## config.mk

```make
export PLATFORM = sky130hd
export DESIGN_NAME = dcache_top
export DESIGN_NICKNAME = d
export VERILOG_FILES = /design/src/design/dcache_pkg.sv /design/src/design/dcache_way.sv /design/src/design/dcache_ctrl.sv /design/src/design/dcache_top.sv
export SDC_FILE = /design/constraint.sdc
export NUM_CORES = 2
export LEC_CHECK = 0
export ABC_AREA = 1
export BUFFER_PORTS_ARGS = -buffer_cell sky130_fd_sc_hd__buf_2
export CAP_MARGIN = 20
export CORE_AREA = 2 2 412 312
export DETAILED_ROUTE_END_ITERATION = 10
export DIE_AREA = 0 0 414 314
export HOLD_SLACK_MARGIN = 0.1
export MAX_ROUTING_LAYER = met4
export PLACE_DENSITY = 0.66
export SETUP_SLACK_MARGIN = 0.4
export SLEW_MARGIN = 15
export SYNTH_ARGS = -nofsm -noshare
export SYNTH_HDL_FRONTEND = slang
export SYNTH_SLANG_ARGS = --single-unit
```

## constraint.sdc

```tcl
create_clock -name CLK -period 8.69 [get_ports CLK]
set_clock_uncertainty 0.1 [all_clocks]
set_input_delay 1.738 -clock CLK [delete_from_list [all_inputs] [get_ports CLK]]
set_output_delay 1.738 -clock CLK [all_outputs]
set_load 0.01 [all_outputs]
```

## src/design/dcache_pkg.sv

```systemverilog
`default_nettype none

package dcache_pkg;

   // address split: tag | index | word select | byte
   localparam int TAG_W = 26;
   localparam int IDX_W = 3;
   localparam int OFS_W = 1;

   localparam int NUM_SETS = 8; // default set count

   typedef logic [31:0]      word_t;
   typedef logic [TAG_W-1:0] tag_t;
   typedef logic [IDX_W-1:0] idx_t;

   // request from the datapath, held until dhit
   typedef struct packed {
      logic  ren;
      logic  wen;
      word_t addr;
      word_t store;
   } dp_req_t;

   // request toward memory, one word per transfer
   typedef struct packed {
      logic  ren;
      logic  wen;
      word_t addr;
      word_t store;
   } mem_req_t;

   // lookup result of one way
   typedef struct packed {
      logic  hit;
      logic  valid;
      logic  dirty;
      tag_t  tag;   // stored tag, used to rebuild write-back address
      word_t data;  // word picked by word_sel
   } way_status_t;

   // update command into one way, applied at the clock edge
   typedef struct packed {
      logic  we;        // word write
      logic  sel;       // which word of the block
      word_t data;
      idx_t  idx;
      tag_t  tag;
      logic  fill;      // block now valid with this tag
      logic  set_dirty;
      logic  clr_dirty;
   } way_wr_t;

endpackage

`default_nettype wire

```

## src/design/dcache_way.sv

```systemverilog
`timescale 1ns/1ps
`default_nettype none

module dcache_way
   import dcache_pkg::*;
#(
   parameter int SETS = NUM_SETS
)
(
   input  logic        CLK,
   input  logic        nRST,
   input  idx_t        lookup_idx,
   input  tag_t        lookup_tag,
   input  logic        word_sel,
   input  way_wr_t     wr,
   output way_status_t status
);

   // per-entry state
   logic [SETS-1:0] valid;
   logic [SETS-1:0] dirty;
   tag_t            tags [SETS];
   word_t           data [SETS][2];

   logic  entry_valid;
   logic  entry_dirty;
   tag_t  entry_tag;
   word_t entry_word;

   // combinational lookup on the shared index
   always_comb
   begin
      entry_valid = valid[lookup_idx];
      entry_dirty = dirty[lookup_idx];
      entry_tag   = tags[lookup_idx];
      entry_word  = data[lookup_idx][word_sel];
   end

   always_comb
   begin
      status.hit   = entry_valid && (entry_tag == lookup_tag);
      status.valid = entry_valid;
      status.dirty = entry_dirty;
      status.tag   = entry_tag;
      status.data  = entry_word;
   end

   // control bits, cleared on reset
   always_ff @(posedge CLK, negedge nRST)
   begin
      if (!nRST)
      begin
         valid <= '0;
         dirty <= '0;
      end
      else
      begin
         if (wr.fill)
            valid[wr.idx] <= 1'b1;

         // set wins if both are asked for in one cycle
         if (wr.set_dirty)
         begin
            dirty[wr.idx] <= 1'b1;
         end
         else if (wr.clr_dirty)
         begin
            dirty[wr.idx] <= 1'b0;
         end
      end
   end

   // tag and data storage
   always_ff @(posedge CLK)
   begin
      if (wr.fill)
         tags[wr.idx] <= wr.tag;

      if (wr.we)
         data[wr.idx][wr.sel] <= wr.data; // hit store or fetched word
   end

endmodule

`default_nettype wire

```

## src/design/dcache_ctrl.sv

```systemverilog
`timescale 1ns/1ps
`default_nettype none

module dcache_ctrl
   import dcache_pkg::*;
#(
   parameter int SETS = NUM_SETS
)
(
   input  logic        CLK,
   input  logic        nRST,
   input  dp_req_t     req,
   input  logic        halt,
   input  way_status_t status0,
   input  way_status_t status1,
   input  word_t       dload,
   input  logic        dwait,
   output logic        dhit,
   output logic        flushed,
   output word_t       dmemload,
   output idx_t        lookup_idx,
   output tag_t        lookup_tag,
   output logic        word_sel,
   output way_wr_t     wr0,
   output way_wr_t     wr1,
   output mem_req_t    mem
);

   typedef enum logic [3:0] {
      IDLE,
      WB0,
      WB1,
      FETCH0,
      FETCH1,
      FLUSH_SCAN,
      FLUSH_WB0,
      FLUSH_WB1,
      FLUSH_DONE
   } state_t;

   state_t state, next_state;

   // request address fields
   tag_t req_tag;
   idx_t req_idx;
   logic req_act;

   logic [SETS-1:0] lru; // points at the way to evict next
   logic            hit;
   logic            hit_way;

   logic            flush_mode;
   idx_t            flush_set;
   logic            flush_way;
   logic            flush_last;
   logic            flush_step;

   logic            sel_way;    // victim on a miss, scan way during flush
   way_status_t     sel_status;
   logic            sel_dirty;

   way_wr_t         wr_cmd;
   logic            wr_way;

   always_comb
   begin
      req_tag = req.addr[31 -: TAG_W];
      req_idx = req.addr[2+OFS_W +: IDX_W];
      req_act = req.ren || req.wen;
   end

   assign hit     = status0.hit || status1.hit;
   assign hit_way = status1.hit;

   assign flush_mode = (state == FLUSH_SCAN) || (state == FLUSH_WB0) ||
                       (state == FLUSH_WB1) || (state == FLUSH_DONE);
   assign flush_last = (flush_set == idx_t'(SETS-1)) && flush_way;

   assign lookup_idx = flush_mode ? flush_set : req_idx;
   assign lookup_tag = req_tag;

   // block words go out in order 0 then 1
   always_comb
   begin
      case (state)
         WB0, FETCH0, FLUSH_WB0: word_sel = 1'b0;
         WB1, FETCH1, FLUSH_WB1: word_sel = 1'b1;
         default:                word_sel = req.addr[2];
      endcase
   end

   assign sel_way    = flush_mode ? flush_way : lru[req_idx];
   assign sel_status = sel_way ? status1 : status0;
   assign sel_dirty  = sel_status.valid && sel_status.dirty;

   // datapath side, hits only answered from idle
   assign dhit     = (state == IDLE) && req_act && hit;
   assign dmemload = hit_way ? status1.data : status0.data;
   assign flushed  = (state == FLUSH_DONE);

   always_comb
   begin
      next_state = state;
      case (state)
         IDLE:
         begin
            if (halt)
               next_state = FLUSH_SCAN;
            else if (req_act && !hit)
               next_state = sel_dirty ? WB0 : FETCH0;
         end
         WB0:
            if (!dwait) next_state = WB1;
         WB1:
            if (!dwait) next_state = FETCH0;
         FETCH0:
            if (!dwait) next_state = FETCH1;
         FETCH1:
            if (!dwait) next_state = IDLE; // held request hits next cycle
         FLUSH_SCAN:
         begin
            if (sel_dirty)
               next_state = FLUSH_WB0;
            else if (flush_last)
               next_state = FLUSH_DONE;
         end
         FLUSH_WB0:
            if (!dwait) next_state = FLUSH_WB1;
         FLUSH_WB1:
         begin
            if (!dwait)
               next_state = flush_last ? FLUSH_DONE : FLUSH_SCAN;
         end
         FLUSH_DONE:
            next_state = FLUSH_DONE;
         default:
            next_state = IDLE;
      endcase
   end

   // memory port, request held steady while dwait is high
   always_comb
   begin
      mem = '0;
      case (state)
         WB0, WB1, FLUSH_WB0, FLUSH_WB1:
         begin
            mem.wen   = 1'b1;
            mem.addr  = {sel_status.tag, lookup_idx, word_sel, 2'b00};
            mem.store = sel_status.data;
         end
         FETCH0, FETCH1:
         begin
            mem.ren  = 1'b1;
            mem.addr = {req_tag, req_idx, word_sel, 2'b00};
         end
         default: ;
      endcase
   end

   // one update command, steered to a single way
   always_comb
   begin
      wr_cmd     = '0;
      wr_cmd.idx = lookup_idx;
      wr_cmd.tag = req_tag;
      wr_cmd.sel = word_sel;
      wr_way     = sel_way;
      case (state)
         IDLE:
         begin
            if (dhit && req.wen)
            begin
               wr_cmd.we        = 1'b1;
               wr_cmd.data      = req.store;
               wr_cmd.set_dirty = 1'b1;
               wr_way           = hit_way;
            end
         end
         FETCH0:
         begin
            wr_cmd.we   = !dwait;
            wr_cmd.data = dload;
         end
         FETCH1:
         begin
            wr_cmd.we        = !dwait;
            wr_cmd.data      = dload;
            wr_cmd.fill      = !dwait;
            wr_cmd.clr_dirty = !dwait; // fresh block is clean
         end
         FLUSH_WB1:
            wr_cmd.clr_dirty = !dwait;
         default: ;
      endcase
      wr0 = wr_way ? way_wr_t'('0) : wr_cmd;
      wr1 = wr_way ? wr_cmd : way_wr_t'('0);
   end

   // move on after a clean entry or a finished write-back
   assign flush_step = ((state == FLUSH_SCAN) && !sel_dirty) ||
                       ((state == FLUSH_WB1) && !dwait);

   always_ff @(posedge CLK, negedge nRST)
   begin
      if (!nRST)
      begin
         state     <= IDLE;
         lru       <= '0;
         flush_set <= '0;
         flush_way <= 1'b0;
      end
      else
      begin
         state <= next_state;

         if (dhit)
            lru[req_idx] <= ~hit_way; // other way becomes the victim
         else if ((state == FETCH1) && !dwait)
            lru[req_idx] <= ~sel_way;

         if (flush_step)
            {flush_set, flush_way} <= {flush_set, flush_way} + 1'b1;
      end
   end

endmodule

`default_nettype wire

```

## src/design/dcache_top.sv

```systemverilog
`timescale 1ns/1ps
`default_nettype none

module dcache_top
   import dcache_pkg::*;
#(
   parameter int SETS = NUM_SETS
)
(
   input  logic     CLK,
   input  logic     nRST,
   input  dp_req_t  req,
   input  logic     halt,
   input  word_t    dload,
   input  logic     dwait,
   output logic     dhit,
   output logic     flushed,
   output word_t    dmemload,
   output mem_req_t mem
);

   // shared lookup, driven by the controller
   idx_t lookup_idx;
   tag_t lookup_tag;
   logic word_sel;

   way_status_t status0;
   way_status_t status1;
   way_wr_t     wr0;
   way_wr_t     wr1;

   dcache_way #(.SETS(SETS)) way0_inst (
      .CLK        (CLK),
      .nRST       (nRST),
      .lookup_idx (lookup_idx),
      .lookup_tag (lookup_tag),
      .word_sel   (word_sel),
      .wr         (wr0),
      .status     (status0)
   );

   dcache_way #(.SETS(SETS)) way1_inst (
      .CLK        (CLK),
      .nRST       (nRST),
      .lookup_idx (lookup_idx),
      .lookup_tag (lookup_tag),
      .word_sel   (word_sel),
      .wr         (wr1),
      .status     (status1)
   );

   dcache_ctrl #(.SETS(SETS)) ctrl_inst (
      .CLK        (CLK),
      .nRST       (nRST),
      .req        (req),
      .halt       (halt),
      .status0    (status0),
      .status1    (status1),
      .dload      (dload),
      .dwait      (dwait),
      .dhit       (dhit),
      .flushed    (flushed),
      .dmemload   (dmemload),
      .lookup_idx (lookup_idx),
      .lookup_tag (lookup_tag),
      .word_sel   (word_sel),
      .wr0        (wr0),
      .wr1        (wr1),
      .mem        (mem)
   );

endmodule

`default_nettype wire

```

==> results.json <==
{
  "final_max_slew_viol_count": 0,
  "nets": 5537,
  "cp.arrival_ns": 5.83,
  "start_util_pct": 49.8,
  "firstDrtPassIters": 6,
  "die_w_um": 414,
  "final_cell_mix": "edfxtp_1 (1440), nand2_1 (761), nor2_1 (716)",
  "clk_pin_slew_ns": 0.06,
  "fin_tns_setup_ns": 0,
  "hold_viol": 0,
  "synthFlopType": "edfxtp_1",
  "rrSetupSlack_ns": 1.97,
  "clk_path_buf_depth": 3,
  "yosysTopAreaCellShare_pct": 69.0,
  "hp-start": "way1_inst.valid[4]$_DFFE_PN0P_",
  "cpMaxStageDelayCell": "buf_4",
  "yosys_register_bits": 1488,
  "synth_cells": 5331,
  "antenna_found_initial": 1,
  "reg2reg_to": "way1_inst.tags[1][8]$_DFFE_PP_",
  "crit_path_frequent_cell": "nand2_1",
  "synthArstFlopShare_pct": 3.23,
  "grt_pass1_vias": 40600,
  "grt_max_degree": 176,
  "syn_area_mm2": 0.0626,
  "required_ns": 6.85,
  "period_needed_ns": 7.66,
  "root_buffer": "clkbuf_16",
  "drc": 0,
  "area_delta_synth_final_pct": 12.9,
  "wl_per_cell_um": 25.2,
  "drt-total-wl_um": 182000,
  "synth.avg_cell_area_um2": 11.7,
  "gp_congestion": 0.977,
  "hold_end": "way1_inst.valid[4]$_DFFE_PN0P_",
  "p_leak_uw": 0.0248,
  "synth_top_cell_by_area": "edfxtp_1",
  "setup_violations": 0,
  "vias": 44000,
  "reg2regPathDepth": 25,
  "cts_buffers": 145,
  "synth_edf_count": 1440,
  "post-cts-setup-buffers": 0,
  "worstPathCellList": "buf_2, nand3_1, nand2_8, buf_4, nand2_1, nand3_1, nand3_1, nand2_1, a21oi_1, nand2_1, nor2_1, nand2_1, nor2_1, nand2_4, buf_4, nor2_1, a31oi_1, buf_2",
  "synthTopCellsByArea": "edfxtp_1 (69%), o21ai_0 (4.7%), nand2_1 (4.6%)",
  "vdd_drop_max_mv": 0.274,
  "worst_path_largest_cell_delay_ns": 0.50,
  "power.total_uw": 25300,
  "drive_above_1_share_pct": 11.1,
  "drtIter0Drc": 5916,
  "final_common_cell": "edfxtp_1",
  "cts.sinks": 1488,
  "ys_warn_count": 0,
  "critPathCaptureType": "primary output",
  "io_buffers": 197,
  "fin_util_pct": 56.2,
  "grt_remaining_overflow": 0,
  "rsz0062_at_grt": "false",
  "grtUsageTotal_pct": 28.2,
  "ant_nets": 0,
  "cts_tree": "yes",
  "grt_first_pass_wirelength_um": 266000,
  "dp_hpwl_um": 107000,
  "critPathKind": "input port to primary output",
  "crit_fanout": 63,
  "synth.distinct_cells": 51,
  "slew_headroom_pct": 17.1,
  "cts_resized": 0,
  "ios": 202,
  "cts_hold_buf": 0,
  "ys_seq_area_share_pct": 71.0,
  "clk_latency_ns": 0.78,
  "max_freq_ghz": 0.130,
  "post-route-period-util_pct": 88.2,
  "drv_cap": 0,
  "powerDensity_mw_per_mm2": 357,
  "die_y_um": 314,
  "fp-row-count": 113,
  "status": "completed",
  "timing.rr.start": "ctrl_inst.state[1]$_DFFE_PN0P_",
  "htree_levels": 4,
  "dieArea_mm2": 0.130,
  "core_area_mm2": 0.126,
  "worstMarginPinSlew_ns": 1.24,
  "cp-start-kind": "input port",
  "hp-class": "register to register",
  "hold_depth": 2,
  "viasPerCell": 6.09
}
[sequential cells by signal, indices dropped and copies added (netlist names), named ones only]
name                 cells
way0_inst.data         512
way1_inst.data         512
way0_inst.tags         208
way1_inst.tags         208
ctrl_inst.lru            8
way0_inst.valid          8
way1_inst.valid          8
ctrl_inst.state          4
ctrl_inst.flush_set      3
ctrl_inst.flush_way      1
[logic make-up after synthesis]
logic type	after synthesis	synth area share, %
simple gates	2114	14.2
flops	1488	71.0
compound gates	1116	10.8
buf+inv	608	3.93
xor+xnor	3	0.0420
fa+ha+maj	1	0.0200
other cells	1	0.00599
[critical path, delay by kind of cell]
kind / cells / cell delay [ns]
AOI/OAI and AO/OA: 2 / 0.44
buffers and inverters: 4 / 1.36
and+or+nand+nor: 12 / 2.17
[Yosys cell counts (4+ instances only)]
master,number
edfxtp_1,1440
nand2_1,763
nor2_1,763
o21ai_0,591
nand3_1,521
clkbuf_1,244
inv_1,242
o221ai_1,180
o22ai_1,140
buf_2,81
o211ai_1,80
a31oi_1,73
dfrtp_1,48
a21oi_1,21
buf_1,19
nand4_1,16
buf_4,13
o21ai_1,12
nor3_1,11
inv_2,6
o21bai_1,6
or2_0,6
nand4_4,5
nand2_2,4
nand2_4,4
nor2_2,4
o21ai_2,4
[through the flow]
stage / hold WS, ns / instance area [um^2] / std cells / worst slack, ns
final: 0.358 / 70700 / 7223 / 1.03
after global routing: 0.380 / 70700 / 7217 / 0.782
after CTS: 0.359 / 70600 / 7210 / 1.09
after detailed placement: 0.345 / 65900 / 6948 / 0.909
after global placement: 0.334 / 65900 / 6947 / 0.973
after floorplan: 0.322 / 62600 / 5332 / 2.70
[cell type report]
cell class                 instances  area (um^2)
multi-input combinational       3236        16200
clock inverter                    82          863
inverter                         248          941
tap                             1667         2090
fill                           10200        55100
sequential                      1488        44400
timing repair buffer             315         2330
clock buffer                     180         3820
antenna                            7         17.5
[worst max-delay path by stage]
stage	startpoint	to	slack, ns	cells after the start
finish	req[35]	dmemload[12]	1.03	18
global route	req[35]	dmemload[12]	0.78	18
CTS	req[35]	dmemload[30]	1.09	18
detailed placement	req[35]	way1_inst.tags[7][6]$_DFFE_PP_	0.91	20
global placement	req[35]	way1_inst.tags[2][24]$_DFFE_PP_	0.97	20
floorplan	req[37]	way0_inst.data[3][0]$_DFFE_PP_	2.70	22
[metal layers]
layer	track usage (%)	part of all wire [%]	vias up
met5	-	0	-
met4	8.37	2.6	0
met3	5.90	12	305
met2	39.1	43	2555
met1	41.9	43	21500
li1	-	-	19600
[power breakdown]
group          total (uW)  internal (uW)  switching (uW)  leakage, uW
logic               10400           2540            7820      0.00878
registers            8670           8610            61.4       0.0137
clock network        6230           3510            2720      0.00230
No activity file was read; power rests on OpenSTA's default activity.
